==> src/qspi_pkg.sv <==
package qspi_pkg;

	////////////////////////////////////////////////////////////
	// field widths
	localparam int INST_W = 8;
	localparam int ADDR_W = 24;
	localparam int LEN_W = 8;
	localparam int MODE_W = 2;
	localparam int CAUSE_W = 2;

	// buffer depth, also the number of credits the decoder starts with
	localparam int CMD_DEPTH = 4;
	localparam int PTR_W = $clog2(CMD_DEPTH);
	// one extra bit so the full count fits
	localparam int CREDIT_W = PTR_W + 1;

	typedef logic [INST_W-1:0] inst_t;
	typedef logic [ADDR_W-1:0] addr_t;
	typedef logic [LEN_W-1:0] len_t;
	typedef logic [MODE_W-1:0] mode_t;
	typedef logic [CAUSE_W-1:0] cause_t;
	typedef logic [CREDIT_W-1:0] credit_t;
	typedef logic [PTR_W-1:0] ptr_t;

	////////////////////////////////////////////////////////////
	// link modes, 3 behaves like qpi
	localparam mode_t MODE_SPI = 2'd0;
	localparam mode_t MODE_DPI = 2'd1;
	localparam mode_t MODE_QPI = 2'd2;

	// response causes
	localparam cause_t CAUSE_NONE = 2'd0;
	localparam cause_t CAUSE_ILLEGAL = 2'd1;
	localparam cause_t CAUSE_WR_DISABLED = 2'd2;
	localparam cause_t CAUSE_NOT_SUPPORTED = 2'd3;

	// dummy burst length per link mode
	localparam len_t DUMMY_LEN_SPI = 8'd2;
	localparam len_t DUMMY_LEN_DPI = 8'd4;
	localparam len_t DUMMY_LEN_QPI = 8'd10;

	////////////////////////////////////////////////////////////
	// command word, fields packed from the msb down
	localparam int CMD_W = 66;
	localparam int CMD_INST_LSB = CMD_W - INST_W;
	localparam int CMD_LABEL_LSB = CMD_INST_LSB - 1;
	localparam int CMD_ADDR_LSB = CMD_LABEL_LSB - ADDR_W;
	localparam int CMD_DATA_SIZE_LSB = CMD_ADDR_LSB - LEN_W;
	localparam int CMD_DATA_BURSTLEN_LSB = CMD_DATA_SIZE_LSB - LEN_W;
	localparam int CMD_WR_EN_LSB = CMD_DATA_BURSTLEN_LSB - 1;
	localparam int CMD_RD_EN_LSB = CMD_WR_EN_LSB - 1;
	localparam int CMD_ADDR_EN_LSB = CMD_RD_EN_LSB - 1;
	localparam int CMD_ERASE_EN_LSB = CMD_ADDR_EN_LSB - 1;
	localparam int CMD_DUMMY_EN_LSB = CMD_ERASE_EN_LSB - 1;
	localparam int CMD_DUMMY_BURSTLEN_LSB = CMD_DUMMY_EN_LSB - LEN_W;
	localparam int CMD_ADDR_MODE_EN_LSB = CMD_DUMMY_BURSTLEN_LSB - 1;
	localparam int CMD_ADDR_DPI_MODE_LSB = CMD_ADDR_MODE_EN_LSB - 1;
	localparam int CMD_DATA_MODE_EN_LSB = CMD_ADDR_DPI_MODE_LSB - 1;
	// lowest field ends up at bit 0
	localparam int CMD_DATA_DPI_MODE_LSB = CMD_DATA_MODE_EN_LSB - 1;

	typedef logic [CMD_W-1:0] cmd_word_t;

	////////////////////////////////////////////////////////////
	// n25q128 opcodes
	// reads with dummy cycles
	localparam inst_t OP_FAST_READ = 8'h0b;
	localparam inst_t OP_DOFR = 8'h3b;
	localparam inst_t OP_DIOFR = 8'hbb;
	localparam inst_t OP_QIOFR = 8'heb;
	localparam inst_t OP_ROTP = 8'h4b;
	localparam inst_t OP_QOFR = 8'h6b;
	// plain read
	localparam inst_t OP_READ = 8'h03;
	// page programs
	localparam inst_t OP_PP = 8'h02;
	localparam inst_t OP_DIFP = 8'ha2;
	localparam inst_t OP_DIEFP = 8'hd2;
	localparam inst_t OP_QIFP = 8'h32;
	localparam inst_t OP_QIEFP = 8'h12;
	localparam inst_t OP_POTP = 8'h42;
	// opcode only
	localparam inst_t OP_WREN = 8'h06;
	localparam inst_t OP_WRDI = 8'h04;
	localparam inst_t OP_CLFSR = 8'h50;
	localparam inst_t OP_BE = 8'hc7;
	localparam inst_t OP_PER = 8'h7a;
	localparam inst_t OP_PES = 8'h75;
	// register reads
	localparam inst_t OP_RDSR = 8'h05;
	localparam inst_t OP_RDNVCR = 8'hb5;
	localparam inst_t OP_RDVCR = 8'h85;
	localparam inst_t OP_RDVECR = 8'h65;
	localparam inst_t OP_RFSR = 8'h70;
	localparam inst_t OP_RDLR = 8'he8;
	// register writes
	localparam inst_t OP_WRSR = 8'h01;
	localparam inst_t OP_WRNVCR = 8'hb1;
	localparam inst_t OP_WRVCR = 8'h81;
	localparam inst_t OP_WRVECR = 8'h61;
	localparam inst_t OP_WRLR = 8'he5;
	// opcode plus address, both erases
	localparam inst_t OP_SSE = 8'h20;
	localparam inst_t OP_SE = 8'hd8;

endpackage
==> src/qspi_decode_top.sv <==
`timescale 1ns/1ps

module qspi_decode_top
(
	input  logic             clock,
	input  logic             rst_n,
	input  logic             req_valid,
	output logic             req_ready,
	input  qspi_pkg::inst_t  req_inst,
	input  logic             req_label,
	input  qspi_pkg::addr_t  req_addr,
	input  qspi_pkg::len_t   req_data_size,
	input  qspi_pkg::len_t   req_data_burstlen,
	input  qspi_pkg::mode_t  mode,
	input  logic             write_enabled,
	output logic             resp_valid,
	output logic             resp_error,
	output qspi_pkg::cause_t resp_cause,
	input  logic             out_ready,
	output logic             out_valid,
	output qspi_pkg::inst_t  out_inst,
	output logic             out_label,
	output qspi_pkg::addr_t  out_addr,
	output qspi_pkg::len_t   out_data_size,
	output qspi_pkg::len_t   out_data_burstlen,
	output logic             out_wr_en,
	output logic             out_rd_en,
	output logic             out_addr_en,
	output logic             out_erase_en,
	output logic             out_dummy_en,
	output qspi_pkg::len_t   out_dummy_burstlen,
	output logic             out_addr_mode_en,
	output logic             out_addr_dpi_mode,
	output logic             out_data_mode_en,
	output logic             out_data_dpi_mode
);

	// decoder to buffer, credit based
	logic push;
	qspi_pkg::cmd_word_t push_word;
	logic credit_return;

	// buffer to issue stage
	logic pop;
	logic head_valid;
	qspi_pkg::cmd_word_t head_word;

	// port names match the nets above one to one
	qspi_inst_decode decode0 (.*);

	qspi_cmd_fifo fifo0 (.*);

	qspi_cmd_issue issue0 (.*);

endmodule

==> src/qspi_cmd_issue.sv <==
`timescale 1ns/1ps

module qspi_cmd_issue
(
	input  logic                clock,
	input  logic                rst_n,
	input  logic                head_valid,
	input  qspi_pkg::cmd_word_t head_word,
	output logic                pop,
	input  logic                out_ready,
	output logic                out_valid,
	output qspi_pkg::inst_t     out_inst,
	output logic                out_label,
	output qspi_pkg::addr_t     out_addr,
	output qspi_pkg::len_t      out_data_size,
	output qspi_pkg::len_t      out_data_burstlen,
	output logic                out_wr_en,
	output logic                out_rd_en,
	output logic                out_addr_en,
	output logic                out_erase_en,
	output logic                out_dummy_en,
	output qspi_pkg::len_t      out_dummy_burstlen,
	output logic                out_addr_mode_en,
	output logic                out_addr_dpi_mode,
	output logic                out_data_mode_en,
	output logic                out_data_dpi_mode
);

	qspi_pkg::cmd_word_t word_q;

	// take the head when the register is empty or leaving this edge
	assign pop = head_valid && (!out_valid || out_ready);

	always_ff @(posedge clock)
	begin
		if (pop)
			word_q <= head_word;
	end

	always_ff @(posedge clock or negedge rst_n)
	begin
		if (!rst_n)
			out_valid <= 1'b0;
		else if (pop)
			out_valid <= 1'b1;
		else if (out_ready)
			out_valid <= 1'b0;
	end

	////////////////////////////////////////////////////////////
	// field unpack
	assign out_inst = word_q[qspi_pkg::CMD_INST_LSB +: qspi_pkg::INST_W];
	assign out_label = word_q[qspi_pkg::CMD_LABEL_LSB];
	assign out_addr = word_q[qspi_pkg::CMD_ADDR_LSB +: qspi_pkg::ADDR_W];
	assign out_data_size = word_q[qspi_pkg::CMD_DATA_SIZE_LSB +: qspi_pkg::LEN_W];
	assign out_data_burstlen = word_q[qspi_pkg::CMD_DATA_BURSTLEN_LSB +: qspi_pkg::LEN_W];
	assign out_wr_en = word_q[qspi_pkg::CMD_WR_EN_LSB];
	assign out_rd_en = word_q[qspi_pkg::CMD_RD_EN_LSB];
	assign out_addr_en = word_q[qspi_pkg::CMD_ADDR_EN_LSB];
	assign out_erase_en = word_q[qspi_pkg::CMD_ERASE_EN_LSB];
	assign out_dummy_en = word_q[qspi_pkg::CMD_DUMMY_EN_LSB];
	assign out_dummy_burstlen = word_q[qspi_pkg::CMD_DUMMY_BURSTLEN_LSB +: qspi_pkg::LEN_W];
	assign out_addr_mode_en = word_q[qspi_pkg::CMD_ADDR_MODE_EN_LSB];
	assign out_addr_dpi_mode = word_q[qspi_pkg::CMD_ADDR_DPI_MODE_LSB];
	assign out_data_mode_en = word_q[qspi_pkg::CMD_DATA_MODE_EN_LSB];
	assign out_data_dpi_mode = word_q[qspi_pkg::CMD_DATA_DPI_MODE_LSB];

	// a stalled word holds until the transfer level takes it
	a_stall_stable: assert property (@(posedge clock) disable iff (!rst_n)
		out_valid && !out_ready |=> out_valid && $stable(word_q));

endmodule

==> src/qspi_cmd_fifo.sv <==
`timescale 1ns/1ps

module qspi_cmd_fifo
(
	input  logic                clock,
	input  logic                rst_n,
	input  logic                push,
	input  qspi_pkg::cmd_word_t push_word,
	input  logic                pop,
	output logic                head_valid,
	output qspi_pkg::cmd_word_t head_word,
	output logic                credit_return
);

	localparam qspi_pkg::ptr_t PTR_LAST = qspi_pkg::ptr_t'(qspi_pkg::CMD_DEPTH - 1);

	qspi_pkg::cmd_word_t mem [qspi_pkg::CMD_DEPTH];
	qspi_pkg::ptr_t wr_ptr;
	qspi_pkg::ptr_t rd_ptr;
	qspi_pkg::credit_t count;

	// storage
	always_ff @(posedge clock)
	begin
		if (push)
			mem[wr_ptr] <= push_word;
	end

	always_ff @(posedge clock or negedge rst_n)
	begin
		if (!rst_n)
		begin
			wr_ptr <= '0;
			rd_ptr <= '0;
			count <= '0;
			credit_return <= 1'b0;
		end
		else
		begin
			// each pop frees a slot, handed back to the decoder next cycle
			credit_return <= pop;
			if (push)
				wr_ptr <= (wr_ptr == PTR_LAST) ? '0 : wr_ptr + 1'b1;
			if (pop)
				rd_ptr <= (rd_ptr == PTR_LAST) ? '0 : rd_ptr + 1'b1;
			case ({push, pop})
				2'b10: count <= count + 1'b1;
				2'b01: count <= count - 1'b1;
				default: count <= count;
			endcase
		end
	end

	assign head_valid = (count != '0);
	assign head_word = mem[rd_ptr];

	// the decoder only pushes against a credit, so a slot is always free
	a_no_push_full: assert property (@(posedge clock) disable iff (!rst_n)
		push |-> count < qspi_pkg::CMD_DEPTH);
	// the issue stage only takes a word that is there
	a_no_pop_empty: assert property (@(posedge clock) disable iff (!rst_n)
		pop |-> head_valid);

endmodule

==> src/qspi_inst_decode.sv <==
`timescale 1ns/1ps

module qspi_inst_decode
(
	input  logic                clock,
	input  logic                rst_n,
	input  logic                req_valid,
	output logic                req_ready,
	input  qspi_pkg::inst_t     req_inst,
	input  logic                req_label,
	input  qspi_pkg::addr_t     req_addr,
	input  qspi_pkg::len_t      req_data_size,
	input  qspi_pkg::len_t      req_data_burstlen,
	input  qspi_pkg::mode_t     mode,
	input  logic                write_enabled,
	output logic                resp_valid,
	output logic                resp_error,
	output qspi_pkg::cause_t    resp_cause,
	output logic                push,
	output qspi_pkg::cmd_word_t push_word,
	input  logic                credit_return
);

	qspi_pkg::credit_t credits;
	logic accept;
	logic is_spi;
	logic is_dpi;
	logic is_qpi;
	logic dummy_read;
	logic plain_read;
	logic write_data;
	logic just_inst;
	logic reg_read;
	logic reg_write;
	logic inst_addr;
	logic erase;
	logic illegal;
	logic wr_disabled;
	logic not_supported;
	logic xcpt;
	qspi_pkg::cause_t cause_next;
	qspi_pkg::len_t dummy_len;

	// ready while at least one buffer slot is still owed to us
	assign req_ready = (credits != '0);
	assign accept = req_valid && req_ready;

	assign is_spi = (mode == qspi_pkg::MODE_SPI);
	assign is_dpi = (mode == qspi_pkg::MODE_DPI);
	// mode 3 falls in with qpi
	assign is_qpi = (mode >= qspi_pkg::MODE_QPI);

	////////////////////////////////////////////////////////////
	// opcode classes
	assign dummy_read = req_inst inside {qspi_pkg::OP_FAST_READ, qspi_pkg::OP_DOFR,
		qspi_pkg::OP_DIOFR, qspi_pkg::OP_QIOFR, qspi_pkg::OP_ROTP, qspi_pkg::OP_QOFR};
	assign plain_read = (req_inst == qspi_pkg::OP_READ);
	assign write_data = req_inst inside {qspi_pkg::OP_PP, qspi_pkg::OP_DIFP,
		qspi_pkg::OP_DIEFP, qspi_pkg::OP_QIFP, qspi_pkg::OP_QIEFP, qspi_pkg::OP_POTP};
	assign just_inst = req_inst inside {qspi_pkg::OP_WREN, qspi_pkg::OP_WRDI,
		qspi_pkg::OP_CLFSR, qspi_pkg::OP_BE, qspi_pkg::OP_PER, qspi_pkg::OP_PES};
	assign reg_read = req_inst inside {qspi_pkg::OP_RDSR, qspi_pkg::OP_RDNVCR,
		qspi_pkg::OP_RDVCR, qspi_pkg::OP_RDVECR, qspi_pkg::OP_RFSR, qspi_pkg::OP_RDLR};
	assign reg_write = req_inst inside {qspi_pkg::OP_WRSR, qspi_pkg::OP_WRNVCR,
		qspi_pkg::OP_WRVCR, qspi_pkg::OP_WRVECR, qspi_pkg::OP_WRLR};
	assign inst_addr = req_inst inside {qspi_pkg::OP_SSE, qspi_pkg::OP_SE};
	// subsector, sector and bulk erase
	assign erase = req_inst inside {qspi_pkg::OP_SSE, qspi_pkg::OP_SE, qspi_pkg::OP_BE};

	////////////////////////////////////////////////////////////
	// exceptions, checked in priority order below
	assign illegal = !(dummy_read || plain_read || write_data || just_inst ||
		reg_read || reg_write || inst_addr);
	// only page programs need the write latch
	assign wr_disabled = !write_enabled && write_data;

	always_comb
	begin
		if (is_dpi)
			// quad transfers cannot run on a dual link
			not_supported = req_inst inside {qspi_pkg::OP_QOFR, qspi_pkg::OP_QIOFR,
				qspi_pkg::OP_QIFP, qspi_pkg::OP_QIEFP};
		else if (is_qpi)
			// dual transfers cannot run on a quad link
			not_supported = req_inst inside {qspi_pkg::OP_DOFR, qspi_pkg::OP_DIOFR,
				qspi_pkg::OP_DIFP, qspi_pkg::OP_DIEFP};
		else
			not_supported = 1'b0;
	end

	assign xcpt = illegal || wr_disabled || not_supported;

	always_comb
	begin
		if (illegal)
			cause_next = qspi_pkg::CAUSE_ILLEGAL;
		else if (wr_disabled)
			cause_next = qspi_pkg::CAUSE_WR_DISABLED;
		else if (not_supported)
			cause_next = qspi_pkg::CAUSE_NOT_SUPPORTED;
		else
			cause_next = qspi_pkg::CAUSE_NONE;
	end

	// one response per accept, a cycle later
	always_ff @(posedge clock or negedge rst_n)
	begin
		if (!rst_n)
		begin
			resp_valid <= 1'b0;
			resp_error <= 1'b0;
			resp_cause <= qspi_pkg::CAUSE_NONE;
		end
		else
		begin
			resp_valid <= accept;
			if (accept)
			begin
				resp_error <= xcpt;
				resp_cause <= cause_next;
			end
		end
	end

	////////////////////////////////////////////////////////////
	// command word toward the buffer
	assign dummy_len = is_spi ? qspi_pkg::DUMMY_LEN_SPI :
		is_dpi ? qspi_pkg::DUMMY_LEN_DPI : qspi_pkg::DUMMY_LEN_QPI;
	assign push = accept && !xcpt;

	always_comb
	begin
		push_word[qspi_pkg::CMD_INST_LSB +: qspi_pkg::INST_W] = req_inst;
		push_word[qspi_pkg::CMD_LABEL_LSB] = req_label;
		push_word[qspi_pkg::CMD_ADDR_LSB +: qspi_pkg::ADDR_W] = req_addr;
		push_word[qspi_pkg::CMD_DATA_SIZE_LSB +: qspi_pkg::LEN_W] = req_data_size;
		push_word[qspi_pkg::CMD_DATA_BURSTLEN_LSB +: qspi_pkg::LEN_W] = req_data_burstlen;
		push_word[qspi_pkg::CMD_WR_EN_LSB] = write_data || reg_write;
		push_word[qspi_pkg::CMD_RD_EN_LSB] = dummy_read || plain_read || reg_read;
		push_word[qspi_pkg::CMD_ADDR_EN_LSB] = write_data || plain_read || dummy_read ||
			inst_addr;
		push_word[qspi_pkg::CMD_ERASE_EN_LSB] = erase;
		push_word[qspi_pkg::CMD_DUMMY_EN_LSB] = dummy_read;
		push_word[qspi_pkg::CMD_DUMMY_BURSTLEN_LSB +: qspi_pkg::LEN_W] = dummy_len;
		// multi-line phase flags come straight from the opcode
		push_word[qspi_pkg::CMD_ADDR_MODE_EN_LSB] = req_inst inside {qspi_pkg::OP_DIOFR,
			qspi_pkg::OP_QIOFR, qspi_pkg::OP_DIFP, qspi_pkg::OP_DIEFP};
		push_word[qspi_pkg::CMD_ADDR_DPI_MODE_LSB] = req_inst inside {qspi_pkg::OP_QOFR,
			qspi_pkg::OP_DIEFP};
		push_word[qspi_pkg::CMD_DATA_MODE_EN_LSB] = req_inst inside {qspi_pkg::OP_DOFR,
			qspi_pkg::OP_DIOFR, qspi_pkg::OP_QOFR, qspi_pkg::OP_QIOFR, qspi_pkg::OP_DIFP,
			qspi_pkg::OP_QIFP};
		push_word[qspi_pkg::CMD_DATA_DPI_MODE_LSB] = req_inst inside {qspi_pkg::OP_DOFR,
			qspi_pkg::OP_DIOFR, qspi_pkg::OP_DIFP};
	end

	// credit counter, spent on push and refilled by the buffer
	always_ff @(posedge clock or negedge rst_n)
	begin
		if (!rst_n)
			credits <= qspi_pkg::credit_t'(qspi_pkg::CMD_DEPTH);
		else if (push && !credit_return)
			credits <= credits - 1'b1;
		else if (credit_return && !push)
			credits <= credits + 1'b1;
	end

	// the buffer never hands back more credits than it was given
	a_credit_bound: assert property (@(posedge clock) disable iff (!rst_n)
		credits <= qspi_pkg::CMD_DEPTH);

endmodule

==> config.mk <==
export PLATFORM = sky130hd
export DESIGN_NAME = qspi_decode_top
export DESIGN_NICKNAME = d
export VERILOG_FILES = /design/src/qspi_pkg.sv /design/src/qspi_decode_top.sv /design/src/qspi_cmd_issue.sv /design/src/qspi_cmd_fifo.sv /design/src/qspi_inst_decode.sv
export SDC_FILE = /design/constraint.sdc
export NUM_CORES = 1
export LEC_CHECK = 0
export BUFFER_PORTS_ARGS = -buffer_cell sky130_fd_sc_hd__buf_2
export CORE_ASPECT_RATIO = 0.8
export CORE_MARGIN = 2
export CORE_UTILIZATION = 40
export DETAILED_ROUTE_END_ITERATION = 12
export GPL_TIMING_DRIVEN = 0
export PLACE_DENSITY = 0.61
export SETUP_SLACK_MARGIN = 0.15
export SLEW_MARGIN = 20
export SYNTH_ARGS = -nofsm -noshare
export SYNTH_HDL_FRONTEND = slang
export SYNTH_SLANG_ARGS = --single-unit
==> constraint.sdc <==
create_clock -name clock -period 12.4 [get_ports clock]
set_clock_uncertainty 0.2 [all_clocks]
set_input_delay 1.24 -clock clock [delete_from_list [all_inputs] [get_ports clock]]
set_output_delay 1.24 -clock clock [all_outputs]
set_load 0.02 [all_outputs]
* Yosys cells after proc, flatten, opt, wreduce, memory -nomap -nowiden
Memories as Yosys holds them, arrays and structs flattened. A register that Yosys moved wholly into a read port is not among the register bits.
Index checks and enable logic that the tools add are counted.
W data, S select, Z words.
** Storage, ports and cells
- Bits in registers :: 16
- RAM bits :: 264
- Output and inout port bits :: 72
- Word-level logic and storage cells :: 115
- Memories kept :: 1
** Memory list
- fifo0.mem :: depth 4, bits a word 66, rd ports 1, clocked after memory_dff 1, write ports 1, RTL line qspi_cmd_fifo.sv:17 : qspi_pkg::cmd_word_t mem [qspi_pkg::CMD_DEPTH];
** Cells by class
- Add/subtract/negate cells :: 6
- Magnitude comparators :: 1
- Equal/unequal tests :: 37
- Mux-type cells :: 16
- Reductions and logical operators :: 45
** Operators by type and width (count)
- $eq A8 B8 Y1 const B :: 12
- $eq A8 B7 Y1 const B :: 9
- $reduce_bool A6 Y1 :: 5
- $eq A8 B3 Y1 const B :: 3
- $eq A8 B6 Y1 const B :: 3
- $eq A8 B2 Y1 const B :: 2
- $logic_or A1 B1 Y1 :: 14
- $reduce_bool A3 Y1 :: 4
- $reduce_bool A4 Y1 :: 3
- $mux W2 :: 5
- $reduce_bool A2 Y1 :: 5
- $eq A8 B1 Y1 const B :: 1
- $eq A8 B4 Y1 const B :: 1
- $eq A8 B5 Y1 const B :: 1
- $mux W8 :: 1
- $add A3 B1 Y3 const B :: 2
- $eq A2 B2 Y1 const B :: 3
- $logic_and A1 B1 Y1 :: 6
- $logic_not A1 Y1 :: 6
- $mux W1 :: 6
- $mux W3 :: 2
- $pmux W3 S2 :: 1
- $sub A3 B1 Y3 const B :: 2
- $reduce_bool A5 Y1 :: 1
- other kinds (5) :: 7

* Logic depth before layout (Yosys ltp)
Gate-level depths: netlist of the first run.
- Depth after elaboration :: 17
- Gate-level depth with buffers :: 15
- Mapped depth without buffers :: 12

* Modules after synthesis
A second synthesis of the first run with hierarchy kept.
** Second synthesis, totals
- Cell total of the unflattened synthesis :: 641
- Area total of the unflattened synthesis :: 13389.1 um^2
** By module, submodules not included
- qspi_cmd_fifo :: instances 1, cells each 380, area each 9972.1 um^2
- qspi_cmd_issue :: instances 1, cells each 70, area each 2025.7 um^2
- qspi_inst_decode :: instances 1, cells each 191, area each 1391.3 um^2

* Worst setup path after synthesis of the first run
Ideal clock, no wire load.
- Kind :: input port to flip-flop
- From :: in out_ready
- To :: reg fifo0.count[2]
- Setup time :: 79 ps
- Data arrival time :: 5883 ps
- Path slack :: 6238 ps
- Cell stages on the path :: 8
- Path through :: inv_1 -> a21oi_1 -> ha_1 -> inv_1 -> fa_1 -> xor2_1 -> nor2_1 -> xor2_1
** Between the ends
- Cells in the longest elaborated chain, start to end :: 4
** RTL lines
- start, declared :: RTL line qspi_decode_top.sv:19 : input logic out_ready,
- $logic_or A1 B1 Y1 * :: RTL line qspi_cmd_issue.sv:32 : assign pop = head_valid && (!out_valid || out_ready);
- $logic_and A1 B1 Y1 * :: RTL line qspi_cmd_issue.sv:32
- via fifo0.pop :: RTL line qspi_cmd_fifo.sv:9 : input logic pop,
- $eq A2 B1 Y1 / $eq A2 B2 Y1 (equally long branches) :: RTL line qspi_cmd_fifo.sv:46 : case ({push, pop})
- $pmux W3 S2 / $reduce_bool A2 Y1 (equally long branches)
- end signal, assigned :: RTL line qspi_cmd_fifo.sv:47 : 2'b10: count <= count + 1'b1;
- end signal, assigned :: RTL line qspi_cmd_fifo.sv:48 : 2'b01: count <= count - 1'b1;
- end signal, assigned :: RTL line qspi_cmd_fifo.sv:49 : default: count <= count;
- end, declared :: RTL line qspi_cmd_fifo.sv:20 : qspi_pkg::credit_t count;
The timed path passes the listed nets; every way through them passes the cells marked *.
A chain may end at the register's enable or synchronous reset.

* Final worst setup path of the first run
- From :: in req_inst[7]
- To :: reg fifo0.count[2]
** Between the ends
- Cells in the longest elaborated chain, start to end :: 15
** RTL lines
- start, declared :: RTL line qspi_decode_top.sv:9 : input qspi_pkg::inst_t req_inst,
- $eq A8 B4 Y1 (tied with other cells) :: RTL line qspi_inst_decode.sv:55 : assign dummy_read = req_inst inside {qspi_pkg::OP_FAST_READ, qspi_pkg::OP_DOFR,
- $reduce_bool A6 Y1 :: RTL line qspi_inst_decode.sv:55
- $logic_or A1 B1 Y1 (4 in a row) :: RTL line qspi_inst_decode.sv:72 : assign illegal = !(dummy_read || plain_read || write_data || just_inst ||
- $logic_or A1 B1 Y1 (2 in a row) :: RTL line qspi_inst_decode.sv:73 : reg_read || reg_write || inst_addr);
- $logic_not A1 Y1 :: RTL line qspi_inst_decode.sv:72
- $logic_or A1 B1 Y1 :: RTL line qspi_inst_decode.sv:91 : assign xcpt = illegal || wr_disabled || not_supported;
- $logic_or A1 B1 Y1 * :: RTL line qspi_inst_decode.sv:91
- $logic_not A1 Y1 * :: RTL line qspi_inst_decode.sv:129 : assign push = accept && !xcpt;
- $logic_and A1 B1 Y1 * :: RTL line qspi_inst_decode.sv:129
- $eq A2 B1 Y1 / $eq A2 B2 Y1 (equally long branches) :: RTL line qspi_cmd_fifo.sv:46
- $pmux W3 S2 / $reduce_bool A2 Y1 (equally long branches)
Every way passes the cells marked *; elsewhere a longest branch is shown, timed or not.

==> flow_summary.ini, run 1 <==
[cts]
ctsHtreeMaxLevel = 2
cts.sinks = 321
path_clk_slew_ps = 60
post-cts-setup-buffers = 0
cts_buffers = 34
clockBufferDepth = 3
hold_buffers = 0
cts_root_buf = clkbuf_16
cts_resized = 0
cts_tree = done
clock_latency_ps = 510

[grt]
grt-busiest-layer = met2
grt_max_degree = 21
grt_use_met2_pct = 25.0
grt_pass1_wl_mm = 36.9
grt-ovfl-total = 0
grt_use_met3_pct = 3.44
antenna_found_initial = 1
grt_pass1_vias = 6370
grtUsageTotal_pct = 15.5
use_met1_pct = 21.6

[setup_path]
cp_cell_sequence = buf_2 -> buf_4 -> or4b_4 -> a2111oi_4 -> o32ai_2 -> o211ai_2 -> a31o_4 -> buf_6 -> ha_1 -> inv_1 -> fa_1 -> xor2_1 -> nor2_1 -> xor2_1
path_class = input pin to register
cp_slowest_cell = a2111oi_4
r2r_cells = 9
worstPathArrival_ps = 4410
crit_path_end_kind = register
slowest_delay_ps = 540
path_max_fanout = 9
required_ps = 12620
r2r-start = decode0.credits[2]$_DFFE_PN1P_
rrSetupSlack_ps = 9310
crit_path_frequent_cell = xor2_1
r2r_end = fifo0.mem[3][42]$_DFFE_PP_
worstSetupStartpointType = input pin

[final_layout]
ff_latch_area_mm2 = 0.00956
antenna_cells = 0
layout.cells.non_filler = 1169
postLayoutCellArea_mm2 = 0.0148
layout.nets = 804
final_core_util_pct = 49.9
fillers = 2451
multi_input_area_mm2 = 0.00236
area_growth_syn_to_layout_pct = 21.8
drive_gt1_share_pct = 37.5

[synth]
synth_common_cells = edfxtp_1 (305), mux4_2 (61), inv_1 (20), dfrtp_1 (15), nor2_1 (14)
synth.area.top_cells = edfxtp_1 (76%), mux4_2 (11%), dfrtp_1 (3.1%)
synth_area_per_cell_um2 = 21.6
synth.distinct_cells = 60
synth_seq_cells = 321
synth_flop_cell = edfxtp_1
yosysWarnings = 0
synthArstFlopShare_pct = 4.98
synth_top_area_cell = edfxtp_1
netlist_instances = 561
synth_most_common_cell = edfxtp_1
synth.cell_area_mm2 = 0.0121
synth-edff-count = 305
ys_seq_area_share_pct = 78.9
yosys.area.top_type_share_pct = 75.6

[sta]
min_period_ps = 4190
fin_crit_sh_pct = 33.8
max_slew_margin_pct = 34.5
hold-worst-slack_ps = 294
worst_slack_ps = 8210
rsz0062_at_grt = false
fin_tns_setup_ps = 0
worstMarginPinSlew_ps = 983
hold_viol_final = 0
max_clock_freq_ghz = 0.239
finalSetupViolCount = 0
slew_violations = 0

[power_and_ir_drop]
ir_worst_vdd_mv = 0.0962
p_sw_share_pct = 27.7
seq_power_share_pct = 45.1
powerDensity_mw_per_mm2 = 212
p_comb_share_pct = 23.8
total_power_mw = 3.13
power.internal_mw = 2.26
clock_power_share_pct = 31.1
switching_power_mw = 0.868
p_leak_nw = 5.08

[placement]
port_buffers = 122
gp_congestion = 0.920
dp_cells = 1109
postPlaceCellArea_mm2 = 0.0137
place_ws_ps = 7690
hpwl_mm = 16.0

[min_path]
min_path_type = register to register
hp-start = fifo0.count[2]$_DFFE_PN0P_
hold_end = fifo0.count[2]$_DFFE_PN0P_
whs_path_depth = 1

[drt]
drc = 0
dr.pass1.iters = 5
vias = 5995
drtAntennaViolNets = 0
drtIter0Drc = 395
wire_per_inst_um = 20.7
viasPerCell = 5.13
routed_wl_mm = 24.2

[floorplanning]
coreArea_mm2 = 0.0296
start_util_pct = 41.0
rows = 56
dieHeight_um = 160
die_w_um = 199
die-area_mm2 = 0.0317
ioPinCount = 128

[run_status]
outcome = finished clean

[run]
maxCapViolations = 0
[area by class of cell]
| type | instances | area share [%] |
|---|---|---|
| Clock inverter | 21 | 1.20 |
| Inverter | 21 | 0.534 |
| Clock buffer | 39 | 6.04 |
| Tap cell | 406 | 3.44 |
| Multi-Input combinational cell | 189 | 16.0 |
| Buffer | 34 | 1.17 |
| Timing Repair Buffer | 138 | 6.87 |
| Sequential cell | 321 | 64.8 |
[sequential cells by signal, indices dropped and copies added (netlist names), 2 cells and up]
name and count:
fifo0.mem 244, fifo0.wr_ptr 2, issue0.word_q 61, fifo0.rd_ptr 2, fifo0.count 3, decode0.credits 3, decode0.resp_cause 2
[cells by family (layout without fill, tap and decap cells)]
family / count (synthesis) / in the layout / share of synthesized area (%)
compound gates: 32 / 32 / 2.17
mux: 67 / 67 / 11.9
flops: 321 / 321 / 78.9
xor+xnor: 7 / 7 / 0.506
buf+inv: 55 / 253 / 2.08
other cells: 1 / 5 / 0.0310
fa+ha+maj: 9 / 9 / 1.05
simple gates: 69 / 69 / 3.36
[power groups by stage]
stage | sequential (mW) | clock (mW) | combinational (mW)
2_1_floorplan | 1.55 | 0 | 0.375
3_3_place_gp | 1.45 | 0 | 0.701
3_5_place_dp | 1.43 | 0 | 0.763
4_1_cts | 1.41 | 1.00 | 0.766
5_1_grt | 1.42 | 1.04 | 0.812
6_report | 1.41 | 0.972 | 0.745
[placed cells by master, fill, tap and decap left out, types with 6 or more instances in the layout]
master	n
a21oi_1	7
buf_16	11
buf_2	134
buf_4	6
clkbuf_1	15
clkbuf_16	35
clkinv_1	11
dfrtp_1	15
edfxtp_1	305
ha_1	7
inv_1	20
mux4_2	61
nand2_1	9
nor2_1	10
nor3_1	7
[critical path: cells and delay by family]
kind	cells	cell delay (ps)
compound gates	4	1030
fa+ha+maj	2	650
simple gates	2	590
buf+inv	4	560
xor+xnor	2	320
[worst max path at each step]
stage                 from                    endpoint  slack (ps)  depth (start not counted)
6_report       req_inst[7]  fifo0.count[2]$_DFFE_PN0P_        8210                         14
3_3_place_gp     out_ready  fifo0.count[2]$_DFFE_PN0P_        3080                          9
5_1_grt        req_inst[7]  fifo0.count[2]$_DFFE_PN0P_        8020                         14
3_5_place_dp   req_inst[7]  fifo0.count[2]$_DFFE_PN0P_        7690                         14
2_1_floorplan    out_ready  fifo0.count[2]$_DFFE_PN0P_        6240                          8
4_1_cts        req_inst[7]  fifo0.count[2]$_DFFE_PN0P_        8190                         14
[metal layers]
| metal | routed length [um] | vias up |
|---|---|---|
| li1 | - | 2636 |
| met1 | 10600 | 3087 |
| met2 | 11600 | 213 |
| met3 | 1510 | 57 |
| met4 | 534 | 2 |
| met5 | 12 | - |
Power figures use the tool's default switching activity.
==> inputs of run 2 (changes only) <==
clock period = 3.9 ns   (was 12.4 ns; I/O delays follow)
==> run 2 against run 1 <==
- die area stayed put
- first-iteration DRC count is 6.3% higher
- non-clock buffer count is 53 higher
- global-route usage is 0.062 points higher
- final area is 3.0% higher
- critical path type unchanged
- highest routed layer unchanged
==> flow_summary.ini, run 2 (synthesis results as in run 1) <==
[min_path]
hp-start = write_enabled
hold_end = decode0.resp_cause[1]$_DFFE_PN0P_
whs_path_depth = 3
min_path_type = input pin to register

[setup_path]
rrSetupSlack_ps = 750
required_ps = 4180
path_class = input pin to register
r2r-start = decode0.credits[2]$_DFFE_PN1P_
r2r_cells = 13
crit_path_end_kind = register
r2r_end = decode0.credits[2]$_DFFE_PN1P_
path_max_fanout = 10
worstPathArrival_ps = 3930
worstSetupStartpointType = input pin

[final_layout]
largestRegisters = fifo0.mem: 244 flops, issue0.word_q: 61 flops
layout.nets = 854
drive_gt1_share_pct = 35.7
final_cell_mix = edfxtp_1 (305), buf_2 (133), mux4_2 (61), dlygate4sd3_1 (51), clkbuf_16 (31)
postLayoutCellArea_mm2 = 0.0152
largest_register_ffs = 244
area_growth_syn_to_layout_pct = 25.5
final_core_util_pct = 51.4
regMostFlops = fifo0.mem
final_common_cell = edfxtp_1

[sta]
worst_slack_ps = 255
min_period_ps = 3640
finalSetupViolCount = 0
worstMarginPinSlew_ps = 962
hold_viol_final = 0
slew_violations = 0
fin_crit_sh_pct = 93.5
max_slew_margin_pct = 35.9
rsz0062_at_grt = false
max_clock_freq_ghz = 0.274

[grt]
grt_pass1_wl_mm = 37.5
grtUsageTotal_pct = 15.6
antenna_found_initial = 2
grt_max_degree = 23
grt_pass1_vias = 6682
grt-ovfl-total = 0

[placement]
gp_congestion = 0.919
postPlaceCellArea_mm2 = 0.0137
port_buffers = 122
place_ws_ps = 76.8
hpwl_mm = 15.7

[drt]
drtAntennaViolNets = 0
drtIter0Drc = 420
wire_per_inst_um = 20.2
viasPerCell = 5.10
vias = 6219
drc = 0
routed_wl_mm = 24.7
dr.pass1.iters = 6

[cts]
cts_tree = done
path_clk_slew_ps = 60
cts.sinks = 321
cts_root_buf = clkbuf_16
ctsHtreeMaxLevel = 1
clock_latency_ps = 560
cts_buffers = 31
clockBufferDepth = 3

[floorplanning]
rows = 56
start_util_pct = 41.0
die_w_um = 199
dieHeight_um = 160
coreArea_mm2 = 0.0296
ioPinCount = 128
die-area_mm2 = 0.0317

[power_and_ir_drop]
ir_worst_vdd_mv = 0.325
powerDensity_mw_per_mm2 = 643
p_leak_nw = 5.25

[run]
maxCapViolations = 0

[run_status]
outcome = finished clean
[run 2: metrics by stage]
stage | total power, mW | setup TNS [ps] | hold WS (ps) | std cells
finish | 9.78 | 0 | 28.1 | 1219
global route | 10.2 | 0 | 23.1 | 1218
CTS | 9.93 | 0 | 3.45 | 1216
detailed placement | 6.99 | 0 | 134 | 1109
global placement | 6.80 | -481490 | 117 | 1093
floorplan | 6.11 | -28520 | -106 | 565
[run 2: final cells by class]
cell class	count	area [um2]
flip-flops and latches	321	9560
clock inverters	18	178
fillers	2386	14400
inverters	21	78.8
plain buffers	34	175
repair buffers	191	1510
clock buffers	38	802
multi-input cells	189	2390
well taps	406	508
diodes	1	2.50
[run 2: power breakdown]
group	switching (mW)	total [mW]	leakage, nW	internal (mW)
logic	1.36	2.42	1.79	1.05
registers	0.157	4.49	2.99	4.33
clock network	1.22	2.87	0.476	1.66
total	2.74	9.78	5.25	7.04
[run 2: how the worst max path moves through the flow]
stage | start | to
after CTS | req_inst[3] | fifo0.count[2]$_DFFE_PN0P_
final | req_inst[0] | fifo0.count[2]$_DFFE_PN0P_
after global routing | req_inst[0] | fifo0.count[2]$_DFFE_PN0P_
after global placement | req_inst[2] | fifo0.mem[3][43]$_DFFE_PP_
after floorplan | req_inst[5] | fifo0.mem[0][0]$_DFFE_PP_
after detailed placement | req_inst[7] | fifo0.count[2]$_DFFE_PN0P_
[run 2: worst max-delay path, stage by stage]
cell and delay (ps):
dlygate4sd3_1 540, buf_2 160, buf_2 190, or4b_4 590, nor4_2 280, o32ai_2 150, o211ai_2 150, a31o_4 130
buf_6 180, ha_1 200, inv_1 70, fa_1 450, xor2_1 150, nor2_1 110, xor2_1 180
[run 2: repair_timing]
action	4_1_cts	5_1_grt
resized for setup	0	7
endpoints found under the hold margin	213	0
setup endpoints to repair	0	2
buffers inserted	0	2
hold buffers	51	0
[run 2: routing by layer]
metal	vias to the layer above	part of all wire (%)	routed length (um)	GRT usage, %
met4	2	2.4	584	3.70
met3	56	5.9	1460	3.27
met2	216	50	12200	26.6
met5	-	0.053	13	0
met1	3223	42	10400	20.6
li1	2722	-	-	-
==> inputs of run 3 (changes only) <==
CORE_UTILIZATION = 45   (was 40)
PLACE_DENSITY = 0.67   (was 0.61)
==> run 3 against run 2 <==
- flip-flop and latch count unchanged
- die area fell by 11%
- via count decreased by 0.11%
==> flow_summary.ini, run 3 (synthesis results as in run 1) <==
[final_layout]
largest_register_ffs = 244
multi_input_area_mm2 = 0.00239
drive_gt1_share_pct = 36.8
layout.cells.non_filler = 1175
area_growth_syn_to_layout_pct = 26.6
final_common_cell = edfxtp_1
regMostFlops = fifo0.mem
ff_latch_area_mm2 = 0.00956
layout.nets = 857
final_cell_mix = edfxtp_1 (305), buf_2 (132), mux4_2 (61), dlygate4sd3_1 (51), clkbuf_16 (31)
largestRegisters = fifo0.mem: 244 flops, issue0.word_q: 61 flops
final_core_util_pct = 58.1
fillers = 1974

[grt]
grtUsageTotal_pct = 17.3
grt_pass1_wl_mm = 37.0
grt_use_met3_pct = 3.43
grt-ovfl-total = 0
grt_pass1_vias = 6625
grt_max_degree = 20
antenna_found_initial = 0
use_met1_pct = 23.1
grt-busiest-layer = met2
grt_use_met2_pct = 29.4

[drt]
dr.pass1.iters = 5
vias = 6212
routed_wl_mm = 24.2
viasPerCell = 5.29
drtAntennaViolNets = 0
drtIter0Drc = 468
wire_per_inst_um = 20.6
drc = 0

[min_path]
min_path_type = input pin to register

[power_and_ir_drop]
p_comb_share_pct = 23.9
p_sw_share_pct = 27.4
total_power_mw = 10.1
switching_power_mw = 2.76
ir_worst_vdd_mv = 0.342
seq_power_share_pct = 44.5
powerDensity_mw_per_mm2 = 655
p_leak_nw = 5.34
clock_power_share_pct = 31.6
power.internal_mw = 7.30

[placement]
port_buffers = 122
dp_cells = 1060
hpwl_mm = 15.4
gp_congestion = 1.00

[sta]
rsz0062_at_grt = false
hold-worst-slack_ps = 35.9
hold_viol_final = 0
finalSetupViolCount = 0
max_clock_freq_ghz = 0.272
fin_tns_setup_ps = 0
fin_crit_sh_pct = 94.4
slew_violations = 0
max_slew_margin_pct = 35.2
min_period_ps = 3680
worstMarginPinSlew_ps = 972

[cts]
cts.sinks = 321
cts_tree = done
cts_root_buf = clkbuf_16
cts_buffers = 31
ctsHtreeMaxLevel = 1
clock_latency_ps = 560
path_clk_slew_ps = 70
clockBufferDepth = 3

[run]
maxCapViolations = 0

[setup_path]
required_ps = 4180
worstPathArrival_ps = 3960
path_class = input pin to register
crit_path_end_kind = register
worstSetupStartpointType = input pin
path_max_fanout = 9

[floorplanning]
ioPinCount = 128
die_w_um = 187
die-area_mm2 = 0.0283
rows = 53
start_util_pct = 45.9
coreArea_mm2 = 0.0264
dieHeight_um = 151

[run_status]
outcome = finished clean
[run 3: changes by cell type in the layout (fill, tap and decap cells not counted), moves of 3 or more]
cell        previous run  this run
buf_12                 9         0
clkbuf_1              18        12
buf_16                 7        15
bufinv_16              3         7
buf_4                  8        12
clkinvlp_4             2         5
[run 3: repair_timing]
item | in CTS | in global routing
endpoints found under the hold margin | 213 | 0
buffers inserted | 0 | 5
setup endpoints to repair | 0 | 109
resized for setup | 0 | 10
hold buffers | 51 | 0
[run 3: metal layers]
layer	vias up	part of all wire [%]	wire, um
met5	-	0	0
met4	0	2.6	629
met3	55	6.0	1460
met2	247	49	11800
met1	3175	43	10300
li1	2735	-	-
[run 3: area by class of cell]
type | count | share of cell area [%]
clock buffers | 32 | 5.08
inverters | 21 | 0.514
repair buffers | 194 | 10.3
flip-flops and latches | 321 | 62.3
multi-input cells | 189 | 15.6
diodes | 1 | 0.0163
well taps | 357 | 2.91
clock inverters | 26 | 2.04
plain buffers | 34 | 1.16
[run 3: per-stage QoR]
stage / setup WS [ps] / cell area, um2
global placement: -1790 / 13200
CTS: 181 / 15300
floorplan: -117 / 12200
global route: 130 / 15300
detailed placement: 66.7 / 13700
finish: 218 / 15300
[run 3: final timing paths]
check / startpoint / to / slack (ps) / cells after the start
max in group asynchronous: rst_n / decode0.credits[2]$_DFFE_PN1P_ / 3100 / 2
max: req_inst[1] / decode0.credits[2]$_DFFE_PN1P_ / 220 / 16
min in group asynchronous: rst_n / decode0.resp_cause[0]$_DFFE_PN0P_ / 80 / 2
min: write_enabled / decode0.resp_cause[0]$_DFFE_PN0P_ / 40 / 3
max reg2reg: decode0.credits[2]$_DFFE_PN1P_ / decode0.credits[2]$_DFFE_PN1P_ / 780 / 13
min reg2reg: fifo0.count[2]$_DFFE_PN0P_ / fifo0.count[2]$_DFFE_PN0P_ / 290 / 1
[run 3: power groups by stage]
stage	Sequential [mW]	Clock [mW]	Combinational (mW)
after global placement	4.57	0	2.20
final	4.48	3.17	2.40
after detailed placement	4.55	0	2.40
after CTS	4.48	3.23	2.46
after floorplan	4.91	0	1.20
after global routing	4.52	3.39	2.60
[run 3: critical path, cell delays in order]
cell	delay, ps
dlygate4sd3_1	560
buf_2	180
clkbuf_4	210
nor3b_4	300
nor2b_1	340
o21ai_2	190
and4_4	200
a31o_4	220
buf_6	150
inv_2	50
ha_1	180
inv_1	80
fa_1	430
xor2_1	160
nor2_1	110
xor2_1	180
